<file path="config.mk">
export PLATFORM = sky130hd
export DESIGN_NAME = rp_analog_top
export DESIGN_NICKNAME = d
export VERILOG_FILES = /design/src/rp_bus_pkg.sv /design/src/rp_sample_pkg.sv /design/src/rp_adc_front.sv /design/src/rp_analog_top.sv /design/src/rp_dac_back.sv /design/src/rp_house_regs.sv /design/src/rp_pwm_dac.sv
export SDC_FILE = /design/constraint.sdc
export NUM_CORES = 1
export LEC_CHECK = 0
export ABC_CLOCK_PERIOD_IN_PS = 2800
export BUFFER_PORTS_ARGS = -buffer_cell sky130_fd_sc_hd__buf_2
export CORE_MARGIN = 4
export CORE_UTILIZATION = 35
export DETAILED_ROUTE_END_ITERATION = 7
export PLACE_DENSITY = 0.63
export SLEW_MARGIN = 20
export SYNTH_ARGS = -nofsm -noshare
export SYNTH_HDL_FRONTEND = slang
export SYNTH_HIERARCHICAL = 1
export SYNTH_SLANG_ARGS = --single-unit
</file>
<file path="constraint.sdc">
create_clock -name adc_clk -period 2.8 [get_ports adc_clk]
set_clock_uncertainty 0.1 [all_clocks]
set_input_delay 0.28 -clock adc_clk [delete_from_list [all_inputs] [get_ports adc_clk]]
set_output_delay 0.28 -clock adc_clk [all_outputs]
set_load 0.02 [all_outputs]
</file>
<file path="src/rp_bus_pkg.sv">
// System bus types and register map of the housekeeping block
// Plain one-cycle wen/ren strobes, ack one cycle later, no back-pressure

package rp_bus_pkg;

  ////////////////////////////////////////////////////////////////////////////
  // Bus widths
  ////////////////////////////////////////////////////////////////////////////

  localparam int BUS_AW = 12;                       // Byte address
  localparam int BUS_DW = 32;

  // Master side request
  typedef struct packed {
    logic [BUS_AW-1:0] addr;
    logic [BUS_DW-1:0] wdata;
    logic              wen;                         // One-cycle write strobe
    logic              ren;                         // One-cycle read strobe
  } sys_req_t;

  // Slave side response, valid while ack is high
  typedef struct packed {
    logic [BUS_DW-1:0] rdata;
    logic              ack;
    logic              err;                         // Unmapped address
  } sys_rsp_t;

  ////////////////////////////////////////////////////////////////////////////
  // Register map
  ////////////////////////////////////////////////////////////////////////////

  typedef enum logic [BUS_AW-1:0] {
    REG_ID   = 12'h000,                             // Read only identification
    REG_CTRL = 12'h004,                             // Bit 0 digital loopback
    REG_PWM0 = 12'h020,                             // Bits 7:0 duty
    REG_PWM1 = 12'h024,
    REG_PWM2 = 12'h028,
    REG_PWM3 = 12'h02C
  } reg_addr_e;

  // Board and revision tag
  localparam logic [BUS_DW-1:0] ID_WORD = 32'h5250_0001;

endpackage

</file>
<file path="src/rp_sample_pkg.sv">
// Sample and PWM definitions shared by the analog datapath
// Converter codes are unsigned with negative slope, samples are two's complement

package rp_sample_pkg;

  ////////////////////////////////////////////////////////////////////////////
  // Sample widths and types
  ////////////////////////////////////////////////////////////////////////////

  localparam int SMP_W = 14;                        // ADC and DAC resolution

  typedef logic        [SMP_W-1:0] adc_raw_t;       // Converter code
  typedef logic signed [SMP_W-1:0] smp_t;           // Two's complement sample

  // Channel pairs, a in the upper half
  typedef struct packed {
    smp_t a;
    smp_t b;
  } smp_pair_t;

  typedef struct packed {
    adc_raw_t a;
    adc_raw_t b;
  } raw_pair_t;

  // Converter code of sample 0, mid scale
  localparam adc_raw_t RAW_ZERO = 14'h1FFF;

  // Negative slope mapping, top bit kept and the rest inverted
  function automatic smp_t raw_to_smp(adc_raw_t raw);
    return smp_t'({raw[SMP_W-1], ~raw[SMP_W-2:0]});
  endfunction

  function automatic adc_raw_t smp_to_raw(smp_t smp);
    return adc_raw_t'({smp[SMP_W-1], ~smp[SMP_W-2:0]});
  endfunction

  ////////////////////////////////////////////////////////////////////////////
  // PWM outputs
  ////////////////////////////////////////////////////////////////////////////

  localparam int PWM_N = 4;                         // Number of slow outputs
  localparam int PWM_W = 8;                         // Duty and counter width, 256 cycle period

  typedef logic [PWM_W-1:0] duty_t;

endpackage

</file>
<file path="src/rp_adc_front.sv">
// ADC input stage, one register on the raw codes then negative slope conversion
// Loopback bypasses the register and shows the unregistered DAC sum

`timescale 1ns/1ps

module rp_adc_front (
  input  logic                     adc_clk,
  input  logic                     rst_n_i,         // Sync, active low
  input  rp_sample_pkg::raw_pair_t adc_raw_i,       // Converter codes
  input  logic                     digital_loop_i,
  input  rp_sample_pkg::smp_pair_t dac_sum_i,       // Saturated DAC sum
  output rp_sample_pkg::smp_pair_t adc_dat_o        // To scope and PID
);

  rp_sample_pkg::raw_pair_t adc_raw_q;
  rp_sample_pkg::smp_pair_t adc_conv;               // Converter path after mapping

  ////////////////////////////////////////////////////////////////////////////
  // Input registers
  ////////////////////////////////////////////////////////////////////////////

  always_ff @(posedge adc_clk)
  begin
    if (!rst_n_i)
      adc_raw_q <= '0;
    else
      adc_raw_q <= adc_raw_i;
  end

  // Unsigned negative slope into two's complement
  always_comb
  begin
    adc_conv.a = rp_sample_pkg::raw_to_smp(adc_raw_q.a);
    adc_conv.b = rp_sample_pkg::raw_to_smp(adc_raw_q.b);
  end

  ////////////////////////////////////////////////////////////////////////////
  // Loopback select
  ////////////////////////////////////////////////////////////////////////////

  // Both channels switch together
  assign adc_dat_o = digital_loop_i ? dac_sum_i : adc_conv;

endmodule

</file>
<file path="src/rp_analog_top.sv">
// Analog glue of the two-channel board, single adc_clk domain
// Scope, generator and controller live outside, their samples are ports here

`timescale 1ns/1ps

module rp_analog_top (
  input  logic                                adc_clk,
  input  logic                                rst_n_i,     // Sync, active low
  // System bus
  input  rp_bus_pkg::sys_req_t                sys_req_i,
  output rp_bus_pkg::sys_rsp_t                sys_rsp_o,
  // Converters and sample streams
  input  rp_sample_pkg::raw_pair_t            adc_raw_i,
  input  rp_sample_pkg::smp_pair_t            asg_dat_i,   // Generator
  input  rp_sample_pkg::smp_pair_t            pid_dat_i,   // Controller
  output rp_sample_pkg::smp_pair_t            adc_dat_o,   // For scope and PID
  output rp_sample_pkg::raw_pair_t            dac_raw_o,
  // Slow analog outputs
  output logic [rp_sample_pkg::PWM_N-1:0]     pwm_o
);

  logic                                            digital_loop;
  rp_sample_pkg::duty_t [rp_sample_pkg::PWM_N-1:0] duty;
  rp_sample_pkg::smp_pair_t                        dac_sum;   // Loopback source

  ////////////////////////////////////////////////////////////////////////////
  // Housekeeping registers
  ////////////////////////////////////////////////////////////////////////////

  rp_house_regs i_house_regs (
    .adc_clk        (adc_clk     ),
    .rst_n_i        (rst_n_i     ),
    .sys_req_i      (sys_req_i   ),
    .sys_rsp_o      (sys_rsp_o   ),
    .digital_loop_o (digital_loop),
    .duty_o         (duty        )
  );

  ////////////////////////////////////////////////////////////////////////////
  // ADC and DAC datapath
  ////////////////////////////////////////////////////////////////////////////

  rp_adc_front i_adc_front (
    .adc_clk        (adc_clk     ),
    .rst_n_i        (rst_n_i     ),
    .adc_raw_i      (adc_raw_i   ),
    .digital_loop_i (digital_loop),
    .dac_sum_i      (dac_sum     ),
    .adc_dat_o      (adc_dat_o   )
  );

  rp_dac_back i_dac_back (
    .adc_clk   (adc_clk  ),
    .rst_n_i   (rst_n_i  ),
    .asg_dat_i (asg_dat_i),
    .pid_dat_i (pid_dat_i),
    .dac_sum_o (dac_sum  ),
    .dac_raw_o (dac_raw_o)
  );

  // One PWM output per duty register
  for (genvar i = 0; i < rp_sample_pkg::PWM_N; i++)
  begin : g_pwm
    rp_pwm_dac i_pwm_dac (
      .adc_clk (adc_clk ),
      .rst_n_i (rst_n_i ),
      .duty_i  (duty[i] ),
      .pwm_o   (pwm_o[i])
    );
  end

endmodule

</file>
<file path="src/rp_dac_back.sv">
// DAC output stage, generator plus controller sample with saturation to 14 bits
// Both channels share adc_clk, outputs are two parallel converter buses

`timescale 1ns/1ps

module rp_dac_back (
  input  logic                     adc_clk,
  input  logic                     rst_n_i,         // Sync, active low
  input  rp_sample_pkg::smp_pair_t asg_dat_i,       // Generator samples
  input  rp_sample_pkg::smp_pair_t pid_dat_i,       // Controller samples
  output rp_sample_pkg::smp_pair_t dac_sum_o,       // Unregistered, for loopback
  output rp_sample_pkg::raw_pair_t dac_raw_o        // Registered converter codes
);

  logic signed [rp_sample_pkg::SMP_W:0] sum_a;      // One guard bit
  logic signed [rp_sample_pkg::SMP_W:0] sum_b;

  // Clamp when the two top bits disagree
  function automatic rp_sample_pkg::smp_t sat(logic signed [rp_sample_pkg::SMP_W:0] s);
    logic sgn;
    sgn = s[rp_sample_pkg::SMP_W];
    if (sgn ^ s[rp_sample_pkg::SMP_W-1])
      return {sgn, {(rp_sample_pkg::SMP_W-1){~sgn}}};  // +8191 or -8192
    else
      return s[rp_sample_pkg::SMP_W-1:0];
  endfunction

  ////////////////////////////////////////////////////////////////////////////
  // Sum and saturation
  ////////////////////////////////////////////////////////////////////////////

  always_comb
  begin
    sum_a = asg_dat_i.a + pid_dat_i.a;              // Sign extended by context
    sum_b = asg_dat_i.b + pid_dat_i.b;
  end

  assign dac_sum_o.a = sat(sum_a);
  assign dac_sum_o.b = sat(sum_b);

  ////////////////////////////////////////////////////////////////////////////
  // Output registers
  ////////////////////////////////////////////////////////////////////////////

  // Back to unsigned negative slope code
  always_ff @(posedge adc_clk)
  begin
    if (!rst_n_i)
    begin
      dac_raw_o.a <= rp_sample_pkg::RAW_ZERO;       // Mid scale after reset
      dac_raw_o.b <= rp_sample_pkg::RAW_ZERO;
    end
    else
    begin
      dac_raw_o.a <= rp_sample_pkg::smp_to_raw(dac_sum_o.a);
      dac_raw_o.b <= rp_sample_pkg::smp_to_raw(dac_sum_o.b);
    end
  end

endmodule

</file>
<file path="src/rp_house_regs.sv">
// Register bank on the system bus, one access per two cycles at most
// Writes to REG_ID are acked and dropped, unused bits read as zero

`timescale 1ns/1ps

module rp_house_regs (
  input  logic                                            adc_clk,
  input  logic                                            rst_n_i,        // Sync, active low
  input  rp_bus_pkg::sys_req_t                            sys_req_i,
  output rp_bus_pkg::sys_rsp_t                            sys_rsp_o,
  output logic                                            digital_loop_o, // ADC shows DAC sum
  output rp_sample_pkg::duty_t [rp_sample_pkg::PWM_N-1:0] duty_o
);

  logic                                 ctrl_sel;   // REG_CTRL addressed
  logic [rp_sample_pkg::PWM_N-1:0]      pwm_sel;    // One-hot duty register select
  logic                                 addr_hit;   // Address is in the map
  logic [rp_bus_pkg::BUS_DW-1:0]        rd_val;     // Read mux output

  logic                                 ack_q;
  logic                                 err_q;
  logic [rp_bus_pkg::BUS_DW-1:0]        rdata_q;

  ////////////////////////////////////////////////////////////////////////////
  // Address decode and read mux
  ////////////////////////////////////////////////////////////////////////////

  always_comb
  begin
    ctrl_sel = 1'b0;
    pwm_sel  = '0;
    addr_hit = 1'b1;
    rd_val   = '0;
    case (sys_req_i.addr)
      rp_bus_pkg::REG_ID   : rd_val = rp_bus_pkg::ID_WORD;
      rp_bus_pkg::REG_CTRL :
      begin
        ctrl_sel  = 1'b1;
        rd_val[0] = digital_loop_o;
      end
      rp_bus_pkg::REG_PWM0 : pwm_sel[0] = 1'b1;
      rp_bus_pkg::REG_PWM1 : pwm_sel[1] = 1'b1;
      rp_bus_pkg::REG_PWM2 : pwm_sel[2] = 1'b1;
      rp_bus_pkg::REG_PWM3 : pwm_sel[3] = 1'b1;
      default              : addr_hit = 1'b0;   // Outside the map
    endcase
    // Duty readback, upper bits stay zero
    for (int i = 0; i < rp_sample_pkg::PWM_N; i++)
    begin
      if (pwm_sel[i])
        rd_val[rp_sample_pkg::PWM_W-1:0] = duty_o[i];
    end
  end

  ////////////////////////////////////////////////////////////////////////////
  // Control registers
  ////////////////////////////////////////////////////////////////////////////

  always_ff @(posedge adc_clk)
  begin
    if (!rst_n_i)
    begin
      digital_loop_o <= 1'b0;
      duty_o         <= '0;                         // All PWM outputs low
    end
    else if (sys_req_i.wen)
    begin
      if (ctrl_sel)
        digital_loop_o <= sys_req_i.wdata[0];
      for (int i = 0; i < rp_sample_pkg::PWM_N; i++)
      begin
        if (pwm_sel[i])
          duty_o[i] <= sys_req_i.wdata[rp_sample_pkg::PWM_W-1:0];
      end
    end
  end

  ////////////////////////////////////////////////////////////////////////////
  // Response, one cycle after the strobe
  ////////////////////////////////////////////////////////////////////////////

  always_ff @(posedge adc_clk)
  begin
    if (!rst_n_i)
    begin
      ack_q <= 1'b0;
      err_q <= 1'b0;
    end
    else
    begin
      ack_q <= sys_req_i.wen | sys_req_i.ren;
      err_q <= (sys_req_i.wen | sys_req_i.ren) & ~addr_hit;
    end
  end

  // Read data captured on the read strobe only
  always_ff @(posedge adc_clk)
  begin
    if (sys_req_i.ren)
      rdata_q <= rd_val;
  end

  assign sys_rsp_o = '{rdata: rdata_q, ack: ack_q, err: err_q};

endmodule

</file>
<file path="src/rp_pwm_dac.sv">
// Slow PWM analog output, 256 cycle period, duty high cycles per period
// Duty 0 keeps the output low, duty 255 leaves one low cycle

`timescale 1ns/1ps

module rp_pwm_dac (
  input  logic                 adc_clk,
  input  logic                 rst_n_i,             // Sync, active low
  input  rp_sample_pkg::duty_t duty_i,              // From the register bank
  output logic                 pwm_o
);

  logic [rp_sample_pkg::PWM_W-1:0] cnt_q;            // Free-running period counter

  ////////////////////////////////////////////////////////////////////////////
  // Period counter and compare
  ////////////////////////////////////////////////////////////////////////////

  always_ff @(posedge adc_clk)
  begin
    if (!rst_n_i)
      cnt_q <= '0;
    else
      cnt_q <= cnt_q + 1'b1;                        // Wraps at 255
  end

  // Registered compare keeps the pin glitch free
  always_ff @(posedge adc_clk)
  begin
    if (!rst_n_i)
      pwm_o <= 1'b0;
    else
      pwm_o <= (cnt_q < duty_i);
  end

endmodule

</file>
==> metrics.txt, run 1 <==
Initial Utilization 36.0%; status finished, violations left; GRT Total Usage 17.6%; Top Ports around 230; Synth top area share between 30% and 40%; crit-path leading delay family compound AO/OA/AOI/OAI gates; top post-synthesis cells by area dfxtp_1 (33%), ha_1 (9.8%), nand2_1 (5.6%); Num CTS Buffers 17; vias in the first global route 7,078; CP most frequent cell buf_6; Worst path slowest cell a221o_1; clock sinks roughly 140; f_max between 0.3 and 0.4 GHz; drt first pass iters 4; Worst path max stage delay roughly 340 ps; initial antenna violation count 0; wire per inst between 15 and 20 um; Leak roughly 4.8 nW; Clock Latency Late Sink 420 ps; CP Buf/Inv Count 3; diode count 0; width of the die 156 um; WHS Endpoint i_dac_back/dac_raw_o[14]; Post-Route WL between 20,000 and 25,000 um; CTS tree built; Period minus WS final ~3000 ps; Die Span Y roughly 160 um; element type at the critical path start input pin; number of synthesized flops with an enable pin 9; reg-to-reg endpoint g_pwm[2].i_pwm_dac/pwm_o; Critical Path, Cell by Cell buf_6 > ha_4 > a21o_1 > nand4_1 > a211o_1 > a221o_1 > or2_4 > buf_6 > maj3_2 > nand2_1 > o21ai_1 > buf_4; DRT iter0 DRCs 260; largest net degree at the start of global routing 43; Vias/cell 4.92; Area Overhead vs Synth 42.3%; number of instances in the placed design between 1k and 1.5k; hold path depth 3; Final setup viols 18; Die Area ~0.024 mm^2; reg-to-reg startpoint i_house_regs/duty_o[18]; H-tree levels 4; Slew headroom about 52%; failing checks negative setup slack; dpl hpwl 15,700 um; reg2reg path depth 5; asr flop ratio synth 0%; final worst slack -166 ps; Post-Syn Area per Cell 9.13 um^2; num rows between 50 and 60; FF+latch count, synth around 140; Final period util 106%; CP arrival ~2600 ps; RePlAce Congestion 0.929; vias ~7k; Post-DRT Antenna Nets 0; Slew Viols, Final 0; Setup CP Type in2out; RSZ-0062 raised after global routing true; fin cells about 1.4k; final hold viol count 0; Total Neg Setup Slack -944 ps; worst slew pin tran about 700 ps; Post-Synthesis Cells ~840; crit path max fanout 4; Root Buffer Master clkbuf_16; worst hold start asg_dat_i[14]; Worst Hold Class in2reg; CTS clk-pin slew, worst paths 60 ps; post-synthesis sequential area ratio a little under two fifths; Yosys warning count 6; Synth cell types 64; overflow left after global routing 0; first-pass GRT wire length ~35,000 um; CP endpoint kind output pin; Pwr per Cell Area approximately 550 mW/mm^2; nets about 1.3k; flop-to-flop setup slack approximately 940 ps; area leader, netlist dfxtp_1; Max Cap Viol 0; maximum vdd drop 0.000404 V; mapped cell area approximately 0.0076 mm^2; core region area between 0.02 and 0.025 mm^2; ys flop type dfxtp_1; Req. time, crit path roughly 2400 ps; final core occ just over 50%; layout cells sized above 1 roughly 39%; clock buffer depth 2; PortBufs between 150 and 200; DRC 0
## through the flow
stage               worst slack [ps]  cell area, um^2  hold WS [ps]  total power [W]
floorplan                      -52.7             7720           288          0.00295
global placement                -324             9250           360          0.00346
detailed placement              -381             9250           370          0.00347
CTS                             -107            10600          47.8          0.00587
global route                    -268            10900          50.7          0.00625
finish                          -166            10900          69.0          0.00595
## cells in the mapped netlist (5+ instances only)
cell type and count:
or4_1 6, nand2_1 113, dfxtp_1 127, buf_4 25
mux4_2 7, a21o_1 15, and2_1 8, nand3_1 17
a211oi_1 10, nor2b_1 19, maj3_2 13, ha_1 60
nor2_1 48, a21oi_1 39, clkbuf_1 11, mux2i_1 35
xor2_1 18, nand4_1 8, buf_6 10, inv_1 46
and2_2 28, nand2b_1 6, xnor2_1 13, nor3_1 6
o21ai_0 32, edfxtp_1 9, a31oi_1 5, o21ai_1 24
## logic make-up (layout without fill, tap and decap cells)
group	Yosys count	in the layout	share of synthesized area, %
adders and majority gates	78	78	12.7
AOI/OAI and AO/OA	161	162	13.3
DFF	136	136	36.8
xor gates and xnor gates	31	31	3.55
other	1	19	0.0491
muxes	44	44	7.04
buffers and inverters	95	392	6.93
and+or+nand+nor	291	291	19.7
## cell type report
| cell class | count | area (um^2) |
|---|---|---|
| Multi-Input combinational cell | 625 | 4800 |
| Sequential cell | 136 | 2810 |
| Tap cell | 275 | 344 |
| Fill cell | 1926 | 10300 |
| Clock buffer | 18 | 429 |
| Timing Repair Buffer | 314 | 2160 |
| Clock inverter | 14 | 148 |
| Inverter | 46 | 175 |
## state kept, by name, indices dropped and copies added (netlist names)
name and count:
g_pwm.i_pwm_dac/cnt_q 32, g_pwm.i_pwm_dac/pwm_o 4, i_adc_front/adc_conv 2, i_adc_front/adc_raw_q 26, i_dac_back/dac_raw_o 28, i_house_regs/ack_q 1
i_house_regs/digital_loop_o 1, i_house_regs/duty_o 32, i_house_regs/err_q 1, i_house_regs/rdata_q 9
## per-layer routing
layer / GRT usage (%) / wire, um / vias to the layer above
li1: - / - / 3499
met1: 20.4 / 8810 / 3256
met2: 30.2 / 10600 / 237
met3: 6.24 / 1850 / 40
met4: 6.04 / 498 / 0
met5: 0 / 0 / -
## worst max-delay path by stage
stage | slack [ps] | startpoint | to | depth (start not counted)
2_1_floorplan | -50 | asg_dat_i[14] | adc_dat_o[21] | 12
3_3_place_gp | -320 | asg_dat_i[14] | adc_dat_o[21] | 13
3_5_place_dp | -380 | pid_dat_i[15] | adc_dat_o[23] | 12
4_1_cts | -110 | asg_dat_i[15] | adc_dat_o[18] | 12
5_1_grt | -270 | asg_dat_i[15] | adc_dat_o[18] | 12
6_report | -170 | asg_dat_i[15] | adc_dat_o[18] | 12
## report_power, final
group / total (W) / leakage (nW) / switching (W) / internal (W)
clock network: 0.00220 / 0.271 / 0.000890 / 0.00131
logic: 0.00162 / 3.42 / 0.000843 / 0.000776
registers: 0.00213 / 1.13 / 0.0000502 / 0.00208
## what timing repair did
item                                    in CTS  in global routing
resized for setup                           82                 65
buffers inserted                            13                  8
pin swaps                                   36                 41
gates cloned                                 1                  0
endpoints found under the setup margin      28                 28
hold endpoints to repair                    28                  0
hold buffers                                28                  0
## worst register-to-register path, stage by stage (launching register included)
cell,delay [ps]
dfxtp_1,370
inv_1,60
ha_1,300
a211oi_1,210
o21ai_0,130
a2111oi_0,530
## placed cells by master, fill, tap and decap left out, drive strengths merged, types with 13 or more instances in the layout
cell / count
a21oi: 40
nand2: 117
dfxtp: 127
mux2i: 35
inv: 49
nand3: 17
xor2: 18
conb: 19
dlygate4sd3: 28
o21ai: 57
xnor2: 13
nor2b: 19
a21o: 15
and2: 36
ha: 60
buf: 286
maj3: 16
nor2: 48
clkbuf: 18
(Power assumes the default switching activity.)
==> run 2: changes to the inputs <==
--- a/config.mk
+++ b/config.mk
@@ -5,12 +5,12 @@
 export SDC_FILE = /design/constraint.sdc
 export NUM_CORES = 1
 export LEC_CHECK = 0
-export ABC_CLOCK_PERIOD_IN_PS = 2800
+export ABC_CLOCK_PERIOD_IN_PS = 3500
 export BUFFER_PORTS_ARGS = -buffer_cell sky130_fd_sc_hd__buf_2
 export CORE_MARGIN = 4
 export CORE_UTILIZATION = 35
 export DETAILED_ROUTE_END_ITERATION = 7
-export PLACE_DENSITY = 0.63
+export PLACE_DENSITY = 0.61
 export SLEW_MARGIN = 20
 export SYNTH_ARGS = -nofsm -noshare
 export SYNTH_HDL_FRONTEND = slang
==> constraint.sdc (replaced) <==
create_clock -name adc_clk -period 3.5 [get_ports adc_clk]
set_clock_uncertainty 0.1 [all_clocks]
set_input_delay 0.35 -clock adc_clk [delete_from_list [all_inputs] [get_ports adc_clk]]
set_output_delay 0.35 -clock adc_clk [all_outputs]
set_load 0.02 [all_outputs]
==> metrics.txt, run 2 (synthesized netlist as in run 1, its figures left out) <==
Top Ports roughly 230; CP arrival around 2900 ps; worst setup path startpoint asg_dat_i[14]; clock buffer depth 2; largest net degree at the start of global routing 40; Post-Route WL between 15,000 and 20,000 um; Worst Hold Class in2reg; Initial Utilization a little over a third; biggest regs g_pwm.i_pwm_dac/cnt_q: 32 flops, i_house_regs/duty_o: 32 flops, i_dac_back/dac_raw_o: 28 flops; worst hold start adc_raw_i[26]; CTS tree built; num rows 53; crit path max fanout 14; WL met1 8570 um; GRT Total Usage between 10% and 20%; Pwr per Cell Area 480 mW/mm^2; worst slew pin tran around 880 ps; Leak 4.16 nW; met2 WL a little over 9000 um; Max Cap Viol 0; hold buffers post-CTS 0; dpl hpwl 14,800 um; width of the die around 160 um; number of instances in the placed design 1,273; Req. time, crit path 3050 ps; top routing layer used met5; most common cell after layout, fill and taps aside buf_2; Die Area approximately 0.024 mm^2; vias in the first global route about 6.4k; layout cells sized above 1 a little under 30%; Slew Viols, Final 0; commonest non-fill, non-tap cells in the layout buf_2 (181), dfxtp_1 (126), nand2_1 (113), ha_1 (60), nor2_1 (48); Post-DRT Antenna Nets 0; status finished, final reports clean; first-pass GRT wire length 32,100 um; vias about 6.4k; Num CTS Buffers 17; reg-to-reg startpoint g_pwm[3].i_pwm_dac/cnt_q[2]; Vias/cell around 4.9; final hold viol count 0; clock sinks 136; Area Overhead vs Synth 22.0%; H-tree levels 4; Clock Latency Late Sink 420 ps; PortBufs between 150 and 200; Die Span Y 156 um; maximum vdd drop approximately 0.00038 V; CP endpoint kind output pin; nets 1,212; Met3 Routed Length approximately 1300 um; drt first pass iters 5; Root Buffer Master clkbuf_16; CTS clk-pin slew, worst paths 70 ps; Period minus WS final 3310 ps; element type at the critical path start input pin; f_max 0.302 GHz; Slew headroom 41.0%; core region area approximately 0.021 mm^2; RePlAce Congestion 0.826; DRT iter0 DRCs ~260; RSZ-0062 raised after global routing false; initial antenna violation count 2; Final period util 94.7%; wire per inst between 10 and 15 um; DRC 0; Setup CP Type in2out; overflow left after global routing 0; Total Neg Setup Slack 0 ps; Final setup viols 0; fin cells roughly 1.3k
run 2: cell count changes in the layout (fill, tap and decap cells not counted), moves of 5 or more:
| cell | change |
|---|---|
| dlygate4sd3_1 | -28 |
| a21oi_1 | +7 |
| buf_2 | +32 |
| buf_6 | -23 |
| buf_4 | -99 |
| inv_8 | +5 |
| o21ai_0 | +14 |
| o21ai_2 | -10 |
| ha_1 | +11 |
| ha_4 | -10 |
run 2: timing repair:
action,4_1_cts,5_1_grt
gates resized for setup,0,3
endpoints found under the hold margin,0,0
setup endpoints to repair,0,9
buffers inserted,0,1
run 2: worst paths after layout:
kind / to / slack (ps) / depth (start not counted)
worst max-delay path: adc_dat_o[21] / 190 / 14
worst min-delay path: i_adc_front/adc_raw_q[26] / 50 / 2
worst max register to register: g_pwm[3].i_pwm_dac/pwm_o / 1720 / 4
worst min register to register: i_house_regs/duty_o[0] / 380 / 2
run 2: worst max-delay path: stages:
cell and delay [ps]:
buf_2 80, ha_1 170, inv_1 60, fa_1 390
nand2b_1 190, a21oi_2 220, o2111ai_2 180, a31oi_2 340
o21ai_0 150, buf_4 200, a21bo_2 200, nand2_1 50
o21ai_1 100, buf_2 180
run 2: final cells by class:
type	count	area, um^2
timing repair buffer	193	996
fill	2121	11900
antenna	1	2.50
tap	275	344
clock buffer	18	450
sequential	136	2810
inverter	46	173
clock inverter	14	161
multi-input combinational	624	4380
run 2: where the power goes:
group / total [W] / internal, W / leakage (nW) / switching (W)
logic: 0.000906 / 0.000364 / 2.72 / 0.000542
registers: 0.00170 / 0.00166 / 1.13 / 0.0000380
clock network: 0.00187 / 0.00107 / 0.305 / 0.000807
run 2: layer usage:
metal / up-vias / global-route usage (%)
li1: 3257 / -
met1: 2941 / 21.0
met2: 172 / 26.2
met3: 26 / 5.24
met4: 2 / 5.25
met5: - / 0
run 2: through the flow:
stage | utilization [%] | cell area, um^2 | total power [W] | hold slack (ps) | setup WS (ps)
global route | 43.9 | 9330 | 0.00471 | 27.1 | 2.67
detailed placement | 40.9 | 8690 | 0.00263 | 367 | 220
finish | 43.9 | 9330 | 0.00448 | 46.1 | 185
CTS | 43.8 | 9300 | 0.00453 | 25.5 | 185
global placement | 40.9 | 8690 | 0.00263 | 365 | 220
floorplan | - | 7710 | 0.00236 | 341 | 503
==> run 3: changes to the inputs <==
--- a/config.mk
+++ b/config.mk
@@ -5,8 +5,9 @@
 export SDC_FILE = /design/constraint.sdc
 export NUM_CORES = 1
 export LEC_CHECK = 0
-export ABC_CLOCK_PERIOD_IN_PS = 3500
+export ABC_CLOCK_PERIOD_IN_PS = 3700
 export BUFFER_PORTS_ARGS = -buffer_cell sky130_fd_sc_hd__buf_2
+export CAP_MARGIN = 20
 export CORE_MARGIN = 4
 export CORE_UTILIZATION = 35
 export DETAILED_ROUTE_END_ITERATION = 7
==> constraint.sdc (replaced) <==
create_clock -name adc_clk -period 3.7 [get_ports adc_clk]
set_clock_uncertainty 0.1 [all_clocks]
set_input_delay 0.37 -clock adc_clk [delete_from_list [all_inputs] [get_ports adc_clk]]
set_output_delay 0.37 -clock adc_clk [all_outputs]
set_load 0.02 [all_outputs]
==> metrics.txt, run 3 (synthesized netlist as in run 1, its figures left out) <==
nets approximately 1.2k; core region area 0.0212 mm^2; Slew Viols, Final 0; Area Overhead vs Synth 21.5%; diode count 0; Total Neg Setup Slack 0 ps; element type at the critical path start input pin; hold buffers post-CTS 0; overflow left after global routing 0; final hold viol count 0; Fill cells between 2k and 2.5k; f_max 0.299 GHz; Final period util roughly nine tenths; RSZ-0062 raised after global routing false; GRT Total Usage 16.2%; Switch Pwr 0.00130 W; post-CTS setup buffers 0; clock buffer depth 2; Pwr per Cell Area ~450 mW/mm^2; fin area around 0.0093 mm^2; CP arrival 2870 ps; Root Buffer Master clkbuf_16; status finished, final reports clean; sequential share of power between 30% and 40%; DRC 0; vias 6,413; biggest regs g_pwm.i_pwm_dac/cnt_q: 32 flops, i_house_regs/duty_o: 32 flops, i_dac_back/dac_raw_o: 28 flops; Final setup viols 0; Setup CP Type in2out; Cell Area, Placed between 0.008 and 0.009 mm^2; worst setup path startpoint asg_dat_i[15]; drt first pass iters 4; WHS Endpoint i_adc_front/adc_raw_q[18]; flop-to-flop setup slack ~2000 ps; Internal Power ~0.0029 W; reg2reg path depth 4; DRT iter0 DRCs 249; commonest non-fill, non-tap cells in the layout buf_2 (181), dfxtp_1 (126), nand2_1 (113), ha_1 (60), nor2_1 (48); Comb power frac about a fifth; initial antenna violation count 0; maximum vdd drop ~0.00033 V; Sw Ratio roughly 31%; Worst Hold Class in2reg; Leak a little over 4 nW; H-tree levels 4; Period minus WS final about 3300 ps; clock sinks about 140; footprint of the multi-input gates between 0.004 and 0.005 mm^2; num rows between 50 and 60; PortBufs 182; Initial Utilization a little over a third; sequential cell area between 0.002 and 0.003 mm^2; wire per inst roughly 15 um; Post-Route WL between 15,000 and 20,000 um; crit path max fanout 8; worst slew pin tran 891 ps; hold path depth 2; Top Ports 226; CTS clk-pin slew, worst paths 70 ps; Req. time, crit path around 3200 ps; Post-DRT Antenna Nets 0; width of the die ~160 um; first-pass GRT wire length 31,800 um; Die Area between 0.02 and 0.025 mm^2; CTS tree built; Slew headroom around 40%; Clock Latency Late Sink about 420 ps; Resize count post-CTS 0; Critical Path, Cell by Cell buf_2 > ha_1 > a21o_1 > nand4_1 > a211o_1 > a311oi_1 > or2_1 > nor2_1 > buf_4 > o21ai_0 > nand2_1 > o21ai_1 > buf_2; CP most frequent cell buf_2; Die Span Y 156 um; Worst path max stage delay around 400 ps; largest net degree at the start of global routing 57; most common cell after layout, fill and taps aside buf_2; vias in the first global route around 6.3k; worst hold start adc_raw_i[18]; Vias/cell approximately 5; dpl hpwl roughly 15,000 um; Max Cap Viol 0; Worst path slowest cell a211o_1; layout cells sized above 1 around 29%; CP endpoint kind output pin; reg-to-reg endpoint g_pwm[0].i_pwm_dac/pwm_o; RePlAce Congestion 0.834; Num CTS Buffers 17; Clock power frac 41.3%; reg-to-reg startpoint g_pwm[0].i_pwm_dac/cnt_q[3]
[run 3: critical path: cells and delay by family]
family | cells | cell delay (ps)
AO/OA/AOI/OAI | 5 | 1190
AND/OR/NAND/NOR | 4 | 580
adder cells (fa/ha/maj) | 1 | 270
buffers and inverters | 3 | 470
[run 3: per-layer routing]
metal  track usage [%]  wire [um]  share of wire (%)  vias up
li1                  -          -                  -     3254
met1              19.8       8440                 44     2975
met2              27.5       9220                 48      169
met3              5.19       1500                7.7       15
met4              4.46        243                1.3        0
met5                 0          0                  0        -
[run 3: final cells by class]
| type | count | area share [%] |
|---|---|---|
| repair buffers | 191 | 10.6 |
| clock inverters | 15 | 1.91 |
| flip-flops and latches | 136 | 30.3 |
| inverters | 46 | 1.86 |
| multi-input cells | 624 | 47.0 |
| well taps | 275 | 3.71 |
| clock buffers | 17 | 4.58 |
[run 3: through the flow]
stage	std cells	hold WS, ps	total power, W	utilization [%]	setup slack [ps]
2_1_floorplan	855	341	0.00223	-	663
3_3_place_gp	1272	361	0.00249	40.9	357
3_5_place_dp	1272	372	0.00249	40.9	360
4_1_cts	1304	39.3	0.00424	43.7	341
5_1_grt	1304	32.6	0.00441	43.8	136
6_report	1304	56.7	0.00418	43.8	360
[run 3: power groups by stage]
| stage | clock network [W] | logic (W) | registers [W] |
|---|---|---|---|
| after floorplan | 0 | 0.000512 | 0.00172 |
| after global placement | 0 | 0.000847 | 0.00164 |
| after detailed placement | 0 | 0.000850 | 0.00164 |
| after CTS | 0.00178 | 0.000858 | 0.00161 |
| after global routing | 0.00185 | 0.000942 | 0.00161 |
| final | 0.00173 | 0.000851 | 0.00161 |
[run 3: how the worst max path moves through the flow]
stage               cells after the start  slack, ps       endpoint
finish                                 13        360  adc_dat_o[22]
CTS                                    14        340  adc_dat_o[15]
detailed placement                     13        360  adc_dat_o[22]
global placement                       14        360  adc_dat_o[15]
global route                           13        140  adc_dat_o[22]
floorplan                              12        660  adc_dat_o[15]
